**src/board_cfg.svh**
```systemverilog
`ifndef BOARD_CFG_SVH
`define BOARD_CFG_SVH

// --------------------
// Clocking

`define BOARD_CLK_MHZ  50                          // System clock in MHz
`define SLOW_CLK_DIV   (`BOARD_CLK_MHZ * 500000)   // Half period of slow_clk, 1 Hz on hardware
`define MIC_SCK_DIV    8                           // Half period of mic sck
`define DAC_BCLK_DIV   8                           // Half period of DAC bclk
`define TM_CLK_DIV     4                           // Half period of TM1638 sio_clk

// --------------------
// Board resources

`define TM_DIGITS      8                           // Digits on the TM1638 module
`define W_KEY          2                           // Onboard keys, active low
`define W_SW           4                           // Onboard switches
`define W_LED          8                           // Onboard LEDs

`endif

```
**src/board_pkg.sv**
```systemverilog
`include "board_cfg.svh"

package board_pkg;

    // --------------------
    // Keys and LEDs

    typedef logic [7:0] key_t;   // Merged key vector
    typedef logic [7:0] led_t;   // One bit per LED

    // --------------------
    // Display

    typedef logic [7:0] seg_t;   // Segments a..h, a in MSB

    typedef struct packed {
        seg_t [`TM_DIGITS - 1:0] digit;   // Digit 7 is leftmost
        led_t                    leds;
    } disp_t;

endpackage

```
**src/audio_pkg.sv**
```systemverilog
package audio_pkg;

    // --------------------
    // Sample formats

    typedef logic signed [23:0] mic_sample_t;   // INMP441 word, two's complement
    typedef logic signed [15:0] dac_sample_t;   // DAC word

    // --------------------
    // One beat toward the DAC

    typedef struct packed {
        dac_sample_t sample;
        logic        clip;                      // Set when doubling saturated
    } audio_beat_t;

endpackage

```
**src/lab_top.sv**
```systemverilog
module lab_top
(
    input  logic                   clk,
    input  logic                   rst,
    input  logic                   slow_clk,
    input  board_pkg::key_t        key,
    input  logic [2:0]             sw,
    input  logic                   mic_valid,
    output logic                   mic_ready,
    input  audio_pkg::mic_sample_t mic_sample,
    output logic                   beat_valid,
    input  logic                   beat_ready,
    output audio_pkg::audio_beat_t beat,
    output board_pkg::disp_t       disp
);

    audio_pkg::dac_sample_t upper;      // Top 16 mic bits
    audio_pkg::dac_sample_t shifted;
    audio_pkg::audio_beat_t beat_nxt;
    audio_pkg::dac_sample_t mic_hi;     // Last accepted, for the display
    logic [2:0]             slow_sync;  // Two sync stages and one for the edge
    logic [15:0]            tick_cnt;
    logic                   mic_take;

    // Hex digit to segments, a in MSB
    function automatic board_pkg::seg_t hex_seg(input logic [3:0] h);
        case (h)
            4'h0: hex_seg = 8'hFC;
            4'h1: hex_seg = 8'h60;
            4'h2: hex_seg = 8'hDA;
            4'h3: hex_seg = 8'hF2;
            4'h4: hex_seg = 8'h66;
            4'h5: hex_seg = 8'hB6;
            4'h6: hex_seg = 8'hBE;
            4'h7: hex_seg = 8'hE0;
            4'h8: hex_seg = 8'hFE;
            4'h9: hex_seg = 8'hF6;
            4'hA: hex_seg = 8'hEE;
            4'hB: hex_seg = 8'h3E;
            4'hC: hex_seg = 8'h9C;
            4'hD: hex_seg = 8'h7A;
            4'hE: hex_seg = 8'h9E;
            default: hex_seg = 8'h8E;
        endcase
    endfunction

    // --------------------
    // Audio scaling

    assign mic_ready = !beat_valid || beat_ready;   // Slot empty or leaving
    assign mic_take  = mic_valid && mic_ready;
    assign upper     = mic_sample[23:8];
    assign shifted   = upper >>> sw[1:0];           // Attenuate by 2^sw

    always_comb
    begin
        beat_nxt.sample = shifted;
        beat_nxt.clip   = 1'b0;
        if (sw[2])
        begin
            if (shifted[15] != shifted[14])
            begin
                beat_nxt.sample = shifted[15] ? 16'sh8000 : 16'sh7FFF;   // Saturate
                beat_nxt.clip   = 1'b1;
            end
            else
            begin
                beat_nxt.sample = shifted <<< 1;
            end
        end
    end

    always_ff @(posedge clk)
    begin
        if (mic_take)
        begin
            beat   <= beat_nxt;
            mic_hi <= upper;
        end
    end

    // --------------------
    // Control and tick counter

    always_ff @(posedge clk or posedge rst)
    begin
        if (rst)
        begin
            beat_valid <= 1'b0;
            slow_sync  <= '0;
            tick_cnt   <= '0;
        end
        else
        begin
            if (mic_take)
                beat_valid <= 1'b1;
            else if (beat_ready)
                beat_valid <= 1'b0;
            slow_sync <= {slow_sync[1:0], slow_clk};
            if (slow_sync[1] && !slow_sync[2])
                tick_cnt <= tick_cnt + 1'b1;     // Rising slow_clk
        end
    end

    // --------------------
    // Display

    always_comb
    begin
        for (int i = 0; i < 4; i++)
        begin
            disp.digit[i + 4] = hex_seg(mic_hi[i * 4 +: 4]);
            disp.digit[i]     = hex_seg(tick_cnt[i * 4 +: 4]);
        end
        disp.leds = key;                         // LEDs mirror keys
    end

endmodule

```
**config.mk**
```make
export PLATFORM = sky130hd
export DESIGN_NAME = lab_top
export DESIGN_NICKNAME = d
export VERILOG_FILES = /design/src/board_pkg.sv /design/src/audio_pkg.sv /design/src/lab_top.sv
export VERILOG_INCLUDE_DIRS = /design/src
export SDC_FILE = /design/constraint.sdc
export NUM_CORES = 1
export LEC_CHECK = 0
export BUFFER_PORTS_ARGS = -buffer_cell sky130_fd_sc_hd__buf_2
export CORE_ASPECT_RATIO = 0.8
export CORE_MARGIN = 8
export CORE_UTILIZATION = 46
export CTS_BUF_LIST = sky130_fd_sc_hd__clkbuf_4 sky130_fd_sc_hd__clkbuf_8
export DETAILED_ROUTE_END_ITERATION = 16
export PLACE_DENSITY = 0.81
export RECOVER_POWER = 50
export SYNTH_ARGS = -nofsm -noshare
export SYNTH_HDL_FRONTEND = slang
export SYNTH_SLANG_ARGS = --single-unit
```
**constraint.sdc**
```tcl
create_clock -name clk -period 3.15 [get_ports clk]
set_input_delay 0.1575 -clock clk [delete_from_list [all_inputs] [get_ports clk]]
set_output_delay 0.1575 -clock clk [all_outputs]
set_load 0.02 [all_outputs]
```
# [Word level (Yosys, flattened, before mapping)]
# Memory sizes are Yosys's and may differ from the RTL's. A register that Yosys moved wholly into a read port is not among the register bits.
# Index checks and enable logic that the tools add are counted.
[word_totals] mem_bits_ro=896 reg_bits=53 output_inout_bits=91 memories=8 in_bits=40
[classes] reduce_logical=6 add_sub_neg=1 mux=10 n_shift=1 n_eq_ne=1
[mem_list] name="(no name shown)" words=16 width=7 read_ports=1 rd_ports_with_merged_regs=1 write_ports=0 line="lab_top.sv:27" source="case (h)"
[mem_list] name="(no name shown)" words=16 width=7 read_ports=1 rd_ports_with_merged_regs=0 write_ports=0 line="lab_top.sv:27"
[mem_list] name="(no name shown)" words=16 width=7 read_ports=1 rd_ports_with_merged_regs=1 write_ports=0 line="lab_top.sv:27"
[mem_list] name="(no name shown)" words=16 width=7 read_ports=1 rd_ports_with_merged_regs=0 write_ports=0 line="lab_top.sv:27"
[mem_list] name="(no name shown)" words=16 width=7 read_ports=1 rd_ports_with_merged_regs=1 write_ports=0 line="lab_top.sv:27"
[mem_list] name="(no name shown)" words=16 width=7 read_ports=1 rd_ports_with_merged_regs=0 write_ports=0 line="lab_top.sv:27"
[mem_list] name="+2 memories"
[ops] operator="$mux 16" n=2
[ops] operator="$mux 17" n=1
[ops] operator="$add 16x1->16 const B" n=1
[ops] operator="$mux 4" n=4
[ops] operator="$sshr 16x2->16" n=1
[ops] operator="$mux 1" n=3
[ops] operator="$logic_and 1x1->1" n=2
[ops] operator="$logic_not 1->1" n=2
[ops] operator="$reduce_bool 2->1" n=1
[ops] operator="$logic_or 1x1->1" n=1
[ops] operator="$ne 1x1->1" n=1

# [Longest topological paths before layout]
# Gate-level depths: netlist of the first run.
[logic_depth] word_depth=4 mapped_depth=14 mapped_depth_nobuf=11

# [Worst setup path after synthesis of the first run]
# OpenSTA, ideal clock, no wires.
[synth_path] kind="reg-to-reg" startpoint="reg beat_valid" endpoint="reg disp[43] (netlist name)" path_stages_with_launch=13 arrival_ns=2.496 period_less_slack_ns=2.630 path_slack_ns=0.520 path_buffers=3 t_required_ns=3.017 setup_ns=0.133 cell_sequence="dfrtp_1 nand2b_1 buf_4 nand2_4 buf_2 inv_2 buf_2 nand2_1 nand2_1 inv_2 ha_1 a2111oi_2 a31oi_1"
[synth_via] elab_chain_cells=4
[synth_rtl] element="from (decl)" line="lab_top.sv:11" source="output logic beat_valid,"
[synth_rtl] element="from (signal assigned)" line="lab_top.sv:89" source="beat_valid <= 1'b0;"
[synth_rtl] element="from (signal assigned)" line="lab_top.sv:96" source="beat_valid <= 1'b1;"
[synth_rtl] element="from (signal assigned)" line="lab_top.sv:98" source="beat_valid <= 1'b0;"
[synth_rtl] element="$logic_not 1->1" line="lab_top.sv:50" source="assign mic_ready = !beat_valid || beat_ready;"
[synth_rtl] element="$logic_or 1x1->1" line="lab_top.sv:50"
[synth_rtl] element="net mic_ready" line="lab_top.sv:9" source="output logic mic_ready,"
[synth_rtl] element="$logic_and 1x1->1" line="lab_top.sv:51" source="assign mic_take = mic_valid && mic_ready;"
[synth_rtl] element="net mic_take" line="lab_top.sv:23" source="logic mic_take;"
[synth_rtl] element="$mux 4 (no source line)"
# The timed path passes the listed nets, and every way through them passes these cells.
# A chain may end at the register's enable or synchronous reset.

# [Worst setup path in the final report of the first run]
[layout_path] startpoint="reg beat_valid" endpoint="reg disp[57] (netlist name)"
[layout_via] elab_chain_cells=4
[layout_rtl] element="$logic_not 1->1" line="lab_top.sv:50"
[layout_rtl] element="$logic_or 1x1->1" line="lab_top.sv:50"
[layout_rtl] element="$logic_and 1x1->1" line="lab_top.sv:51"
[layout_rtl] element="$mux 4 (no source line)"
# No other way between the ends.

==> key figures, run 1 <==
Outcome
  • Status: finished, final reports clean

Power
  • Sequential share of power: around 41%
  • LEAKAGE: 2.66 nW
  • Pint: between 2 and 2.5 mW
  • Comb power frac: between 30% and 40%
  • Clock Power Share: 25.0%
  • Overall power: 3.32 mW
  • Switch share: 36.2%
  • Switching power: 1.20 mW
  • Power per cell area: 524 nW/um2
  • Maximum VDD drop: roughly 0.4 mV

Place
  • DP HPWL: ~10 mm
  • I/O Buffers: 98
  • Area post-placement: a little over 6000 um2
  • GPL Wtd Cong: 0.876
  • Place WS: around 720 ps

Yosys
  • Yosys warns: 0
  • Synth top area share: about 17%
  • Number of synthesized flops with an enable pin: 33
  • Asr flop ratio synth: 24.7%
  • Syn Inst Count: between 500 and 600
  • Area contributors post-synth: edfxtp_1, ha_1, dfxtp_1, dfrtp_1, mux2i_1
  • Post-synthesis instance area: roughly 5700 um2
  • Area leader, netlist: edfxtp_1
  • Most used DFF post-synth: edfxtp_1
  • Synth unique cells: 50
  • Syn Area/Cell: 9.69 um2
  • Post-synth top cells: nand2_1, ha_1, mux2i_1
  • Sequential share of the synthesized area: between 30% and 40%
  • Post-synthesis register bit count: 81
  • Most frequent cell after synthesis: nand2_1

CTS
  • Root Buffer: clkbuf_8
  • Clock tree buffer depth: 2
  • Num CTS Buffers: 9
  • Reg clk slew, reported paths: 70 ps
  • CTS tree: yes
  • Worst-Skew Late Latency: 360 ps
  • Clock sinks: 81
  • Post-CTS Setup Repair Bufs: 0
  • H-tree depth: 3

Floorplan
  • Core Box Area: 12100 um2
  • Die Y: roughly 120 um
  • Num ports: 131
  • Die area: 16200 um2
  • Starting density of the core: a little under half
  • Cell Rows: 36
  • Die Wd: 140 um

Critical path
  • Startpoint Class: flip-flop
  • Slowest stage delay, CP: 390 ps
  • Reg2Reg Setup Slack: 730 ps
  • Worst Setup EP: disp[57]
  • Max FO, Critical Path: 26
  • R2r startpoint: beat_valid
  • Worst endpoint data arrival time: around 2600 ps
  • CP dominant cell by count: nand2_1
  • Worst Reg-to-Reg Cells: 11
  • Crit path from: beat_valid
  • Critical Path End Type: flip-flop
  • Slowest CP cell: inv_2
  • Critical-path cell list: nand2b_1 > nand2_4 > inv_2 > nand2_1 > nand2_1 > ha_1 > inv_1 > mux2i_1 > nand2_1 > o21ai_0 > a22oi_1
  • Kind of critical path: reg2reg
  • Worst path required time: 3360 ps
  • Worst r2r dst: disp[57]

Layout
  • Filler cell count: 1094
  • Nets: between 700 and 800
  • Share of layout cells above drive strength 1: 13.3%
  • Cell area after layout: approximately 6300 um2
  • Diodes inserted: 0
  • Layout area overhead: 11.2%

STA
  • Worst Slack Setup Final: 730 ps
  • Endpoints failing setup: 0
  • Slew HR: 27.0%
  • Fin. Hold Viols: 0
  • Period utilisation layout: 76.8%
  • Max Clk Rate: 413 MHz
  • Unrepaired setup endpoints after global routing: false
  • Worst Skew: ~14 ps
  • Tmin final: 2420 ps
  • Setup Total Neg Slack: 0 ps
  • Worst Tran Pin Value: 1100 ps
  • Min Hold Slack: between 100 and 150 ps
  • Slew Viols, Final: 0

Routing
  • Final ANT Viol Nets: 0
  • Iteration-0 DRC Markers: 387
  • Avg WL per Cell: 15.8 um
  • DRC violations left: 0
  • DR vias: 4454
  • Vias per std cell: 5.43
  • 1st-pass router iterations: 4
  • Drt total wl: 13.0 mm

Worst hold path
  • Hold Path Class: in2reg
  • Hold path depth: 2

Global routing
  • Grt ovf: 0
  • Number of global-route vias before repair: ~4500
  • Global-route usage over all layers: about 16%
  • Initial antenna violation count: 0
  • First-pass GRT wire length: 21.9 mm
  • Largest net degree at the start of global routing: 27

Run
  • Maxcap violations: 0
[power groups by stage]
stage / sequential [mW] / combinational [mW] / clock, mW
floorplan: 1.39 / 0.817 / 0
global placement: 1.35 / 1.12 / 0
detailed placement: 1.36 / 1.16 / 0
CTS: 1.34 / 1.17 / 0.855
global route: 1.36 / 1.26 / 0.909
finish: 1.34 / 1.14 / 0.830
[worst max-delay path, delay by kind of cell, from the launching register on]
family | cells | cell delay (ps)
flops | 1 | 380
buf+inv | 2 | 470
fa+ha+maj | 1 | 260
simple gates | 5 | 850
compound gates | 2 | 190
mux | 1 | 130
[routing by layer]
metal  vias to the layer above  global-route usage [%]  wire, um
met5                         -                       0         0
met4                         0                    4.55       138
met3                        14                    5.64       926
met2                       135                    26.3      5950
met1                      2119                    20.4      5940
li1                       2186                       -         -
[per-stage QoR]
step	std cells	utilization (%)
6_report	820	52.2
5_1_grt	820	52.2
3_3_place_gp	802	51.0
2_1_floorplan	594	-
3_5_place_dp	802	51.0
4_1_cts	820	52.9
[placed cells by master, fill, tap and decap left out, types with 5 or more instances in the layout]
cell type	Yosys	final
a211oi_1	10	10
a21oi_1	32	32
a31oi_1	17	17
buf_2	7	33
clkbuf_1	21	66
clkbuf_8	0	9
conb_1	1	8
dfrtp_1	20	20
dfxtp_1	28	28
edfxtp_1	33	33
ha_1	60	60
inv_1	30	30
inv_2	9	9
mux2_1	9	9
mux2_4	6	6
mux2i_1	41	41
mux2i_2	7	7
nand2_1	61	61
nand2b_1	6	6
nand3_1	8	8
nor2_1	31	31
nor2b_1	11	11
nor3_1	19	19
o21ai_0	22	22
o21ai_1	7	7
xnor2_1	19	19
xor2_1	5	5
[worst min path at each step]
stage,from,end
2_1_floorplan,rst,beat_valid
3_3_place_gp,slow_clk,slow_sync[0]
3_5_place_dp,slow_clk,slow_sync[0]
4_1_cts,mic_sample[21],mic_hi[13]
5_1_grt,mic_sample[21],mic_hi[13]
6_report,mic_valid,beat_valid
[state kept, by name (all words and copies together), names as in the netlist]
signal / cells
slow_sync: 3
beat_valid: 1
tick_cnt: 16
mic_hi: 16
disp: 28
beat: 17
[repair_timing]
| action | CTS | global route |
|---|---|---|
| hold buffers | 2 | 0 |
| endpoints found under the hold margin | 21 | 0 |
| resized for setup | 0 | 0 |
[logic make-up (layout without fill, tap and decap cells)]
kind of cell               Yosys count  after routing  share of synthesized area (%)
DFF                                 81             81                           36.1
muxes                               71             71                           14.7
other                                1              8                         0.0659
xor gates and xnor gates            24             24                           3.70
AOI/OAI and AO/OA                  115            115                           13.2
adders and majority gates           60             60                           13.2
and+or+nand+nor                    149            149                           12.1
buffers and inverters               86            160                           7.08
[area by class of cell]
class / count / area (um2) / share of cell area, %
clock buffers: 12 / 146 / 2.31
clock inverters: 4 / 70.1 / 1.11
inverters: 39 / 146 / 2.31
multi-input cells: 427 / 3260 / 51.5
flip-flops and latches: 81 / 2050 / 32.4
well taps: 152 / 190 / 3.01
repair buffers: 105 / 463 / 7.32
Note: power is estimated with default switching activity, not from simulation.
==> run 2: changes to the inputs <==
--- a/config.mk
+++ b/config.mk
@@ -6,13 +6,14 @@
 export SDC_FILE = /design/constraint.sdc
 export NUM_CORES = 1
 export LEC_CHECK = 0
+export ABC_AREA = 1
 export BUFFER_PORTS_ARGS = -buffer_cell sky130_fd_sc_hd__buf_2
 export CORE_ASPECT_RATIO = 0.8
 export CORE_MARGIN = 8
 export CORE_UTILIZATION = 46
 export CTS_BUF_LIST = sky130_fd_sc_hd__clkbuf_4 sky130_fd_sc_hd__clkbuf_8
 export DETAILED_ROUTE_END_ITERATION = 16
-export PLACE_DENSITY = 0.81
+export PLACE_DENSITY = 0.84
 export RECOVER_POWER = 50
 export SYNTH_ARGS = -nofsm -noshare
 export SYNTH_HDL_FRONTEND = slang
==> constraint.sdc (replaced) <==
create_clock -name clk -period 2 [get_ports clk]
set_input_delay 0.1 -clock clk [delete_from_list [all_inputs] [get_ports clk]]
set_output_delay 0.1 -clock clk [all_outputs]
set_load 0.02 [all_outputs]
==> run 2 against run 1 <==
Compared with the run above: hold slack lost 92 ps; clock-buffer cell count shrank 3; global-route usage shrank 0.16 points; critical path depth shrank 6; sequential share of layout area shrank 1.1 points; wire length grew 2.0%; register-to-register slack lost 540 ps; final area grew 3.9%; combinational power grew 74%; clock skew shrank 1.9 ps.
==> key figures, run 2 <==
Outcome
  • Status: finished, final reports clean

Worst hold path
  • HP Start: sw[2]
  • Hold path depth: 3 (+1)
  • Worst Hold Path EP: beat[1]
  • Hold Path Class: in2reg

Floorplan
  • Cell Rows: 36 (unchanged)
  • Core Box Area: 12100 um2 (unchanged)
  • Num ports: 131 (unchanged)
  • Die Y: 115 um (about the same)
  • Die area: 16200 um2 (about the same)
  • Starting density of the core: 47.0% (about the same)
  • Die Wd: 140 um (about the same)

Layout
  • Layout area overhead: 15.5%
  • Nets: 961 (+26%)
  • Most common cell after layout, fill and taps aside: nand2_1
  • Cell area after layout: 6570 um2 (+3.9%)
  • Diodes inserted: 0 (unchanged)
  • Share of layout cells above drive strength 1: 11.9% (-1.4 points)
  • Max reg flops: 28 (unchanged)
  • Most frequent cells in the layout: nand2_1, inv_1, clkbuf_1

CTS
  • Worst-Skew Late Latency: 370 ps (about the same)
  • Num CTS Buffers: 9 (unchanged)
  • Root Buffer: clkbuf_8
  • CTS tree: yes
  • Clock sinks: 81 (unchanged)
  • Reg clk slew, reported paths: 90 ps (+20 ps)
  • H-tree depth: 3 (unchanged)
  • Clock tree buffer depth: 2 (unchanged)

Routing
  • DR vias: 5060 (+14%)
  • 1st-pass router iterations: 5 (+1)
  • Iteration-0 DRC Markers: 383 (-1.0%)
  • Drt total wl: 13.2 mm (+2.0%)
  • Final ANT Viol Nets: 0 (unchanged)
  • DRC violations left: 0 (unchanged)
  • Vias per std cell: 4.97 (-8.5%)
  • Avg WL per Cell: 13.0 um (-18%)

Global routing
  • Grt ovf: 0 (unchanged)
  • Grt met3 use: 5.56% (-0.082 points)
  • Largest net degree at the start of global routing: 32 (+19%)
  • GRT Max-Usage Layer: met2
  • Number of global-route vias before repair: 4747 (+4.6%)
  • Initial antenna violation count: 1 (+1)
  • Met2 usage: 27.8% (+1.5 points)
  • First-pass GRT wire length: 21.7 mm (-0.85%)
  • Met1 Resource Use GR: 19.3% (-1.2 points)
  • Global-route usage over all layers: 16.1% (-0.16 points)

Power
  • Switching power: 2.11 mW (+75%)
  • Maximum VDD drop: 0.568 mV (+43%)
  • Clock Power Share: 25.1% (about the same)
  • Switch share: 39.0% (+2.8 points)
  • Comb power frac: 36.6% (+2.1 points)
  • Sequential share of power: 38.3% (-2.2 points)
  • Power per cell area: 822 nW/um2 (+57%)
  • Pint: 3.29 mW (+56%)
  • LEAKAGE: 3.32 nW (+25%)

Yosys
  • Post-synthesis register bit count: 81 (unchanged)
  • Area leader, netlist: edfxtp_1
  • Most used DFF post-synth: edfxtp_1
  • Post-synth top cells: nand2_1, inv_1, ha_1, nand3_1, edfxtp_1
  • Number of synthesized flops with an enable pin: 33 (unchanged)
  • Post-synthesis instance area: 5690 um2 (about the same)
  • Largest family of logic cells by synthesized area: simple AND/OR/NAND/NOR gates
  • Syn Area/Cell: 7.57 um2 (-22%)
  • Sequential share of the synthesized area: 36.1% (about the same)
  • Syn Inst Count: 752 (+28%)
  • Yosys warns: 0 (unchanged)
  • Xor/xnor share of the synthesized area: 1.54% (-2.2 points)
  • Synth Area in Compound Gates: 9.98% (-3.2 points)
  • Synth unique cells: 38 (-24%)
  • Simple-Gate Fraction of Synth Area: 27.1% (+15 points)
  • Asr flop ratio synth: 24.7% (unchanged)
  • Adder-Cell Fraction of Synth Area: 13.2% (about the same)
  • Proportion of synthesized area in mux cells: 0% (-15 points)
  • Most frequent cell after synthesis: nand2_1
  • Area contributors post-synth: edfxtp_1, nand2_1, ha_1, dfxtp_1, dfrtp_1
  • Synth top area share: 17.4% (about the same)

Critical path
  • R2r startpoint: beat_valid
  • Reg2Reg Setup Slack: 190 ps (-540 ps)
  • Worst endpoint data arrival time: 1780 ps (-850 ps)
  • Startpoint Class: flip-flop
  • Max FO, Critical Path: 7 (-73%)
  • Kind of critical path: reg2out
  • Critical Path End Type: output pin
  • Worst path required time: 1900 ps (-1460 ps)
  • Worst r2r dst: disp[46]
  • Worst Reg-to-Reg Cells: 8 (-3)

Place
  • Area post-placement: 6230 um2 (+0.97%)
  • GPL Wtd Cong: 0.912 (+4.1%)
  • I/O Buffers: 98 (unchanged)
  • DP HPWL: 9.75 mm (-0.46%)

STA
  • Max Clk Rate: about 530 MHz
  • Endpoints failing setup: 0 (unchanged)
  • Setup Total Neg Slack: 0 ps (unchanged)
  • Tmin final: approximately 1900 ps
  • Unrepaired setup endpoints after global routing: false
  • Fin. Hold Viols: 0 (unchanged)
  • Period utilisation layout: 94.1%
  • Slew Viols, Final: 0 (unchanged)
  • Slew HR: 45.9% (+19 points)
  • Worst Tran Pin Value: 811 ps (-284 ps)
  • Worst Skew: 12.3 ps (-1.89 ps)

Run
  • Maxcap violations: 0 (unchanged)
[run 2: cell count changes after synthesis, moves of 9 or more]
cell,delta
mux2i_1,-41
a21oi_1,-23
nor2b_1,-11
nand3_1,+52
mux2_1,-9
nor3_1,-14
nand2_1,+185
clkbuf_1,-15
xnor2_1,-19
a31oi_1,-16
inv_1,+78
o211ai_1,+15
[run 2: power by group through the flow]
stage / Clock (mW) / Combinational (mW) / Sequential [mW]
finish: 1.35 / 1.98 / 2.07
floorplan: 0 / 1.28 / 2.24
global route: 1.46 / 2.21 / 2.10
CTS: 1.39 / 2.00 / 2.07
global placement: 0 / 1.92 / 2.10
detailed placement: 0 / 1.96 / 2.10
[run 2: stage by stage]
step           hold WS [ps]  setup slack (ps)  utilization [%]  power (mW)  instances
2_1_floorplan          63.8              93.4                -        3.52        759
3_3_place_gp            200               242             51.5        4.02        982
3_5_place_dp            200               164             51.5        4.06        982
4_1_cts                33.2              5.23             54.7        5.46       1015
5_1_grt                48.5              7.77             54.2        5.76       1018
6_report               50.4               118             54.2        5.40       1018
[run 2: final cells by class]
| cell class | count | area, um2 |
|---|---|---|
| Clock inverter | 7 | 103 |
| Multi-Input combinational cell | 524 | 2980 |
| Timing Repair Buffer | 130 | 682 |
| Clock buffer | 9 | 124 |
| Sequential cell | 81 | 2060 |
| Inverter | 115 | 432 |
| Tap cell | 152 | 190 |
| Fill cell | 1134 | 5550 |
[run 2: critical path: stages, from the launching register on]
cell	delay (ps)
dfrtp_2	470
inv_1	150
ha_1	250
a21oi_1	230
o21bai_1	140
buf_2	180
[run 2: cell families (layout without fill, tap and decap cells)]
group                    after synthesis  in the layout
AND/OR/NAND/NOR                      361            361
buffers and inverters                154            261
AO/OA/AOI/OAI                         85             85
flip-flops                            81             81
adder cells (fa/ha/maj)               60             60
XOR/XNOR                              10             10
other                                  1              8
[run 2: worst max-delay path by stage]
stage              startpoint  endpoint  slack, ps
6_report          tick_cnt[8]  disp[30]        120
3_5_place_dp   mic_sample[23]  beat[11]        160
2_1_floorplan      beat_valid   beat[0]         90
3_3_place_gp       beat_valid  disp[54]        240
5_1_grt           tick_cnt[5]  disp[23]          8
4_1_cts           tick_cnt[0]  disp[14]          5
[run 2: repair_timing]
action | 4_1_cts | 5_1_grt
setup buffers | 0 | 3
hold buffers | 17 | 0
gates resized for setup | 0 | 11
setup endpoints to repair | 0 | 13
endpoints found under the hold margin | 36 | 0
[run 2: per-layer routing]
layer | routed length, um | vias up | share of wire [%]
met4 | 102 | 2 | 0.77
li1 | - | 2584 | -
met2 | 6130 | 180 | 46
met3 | 1100 | 12 | 8.3
met5 | 12 | - | 0.091
met1 | 5860 | 2282 | 44
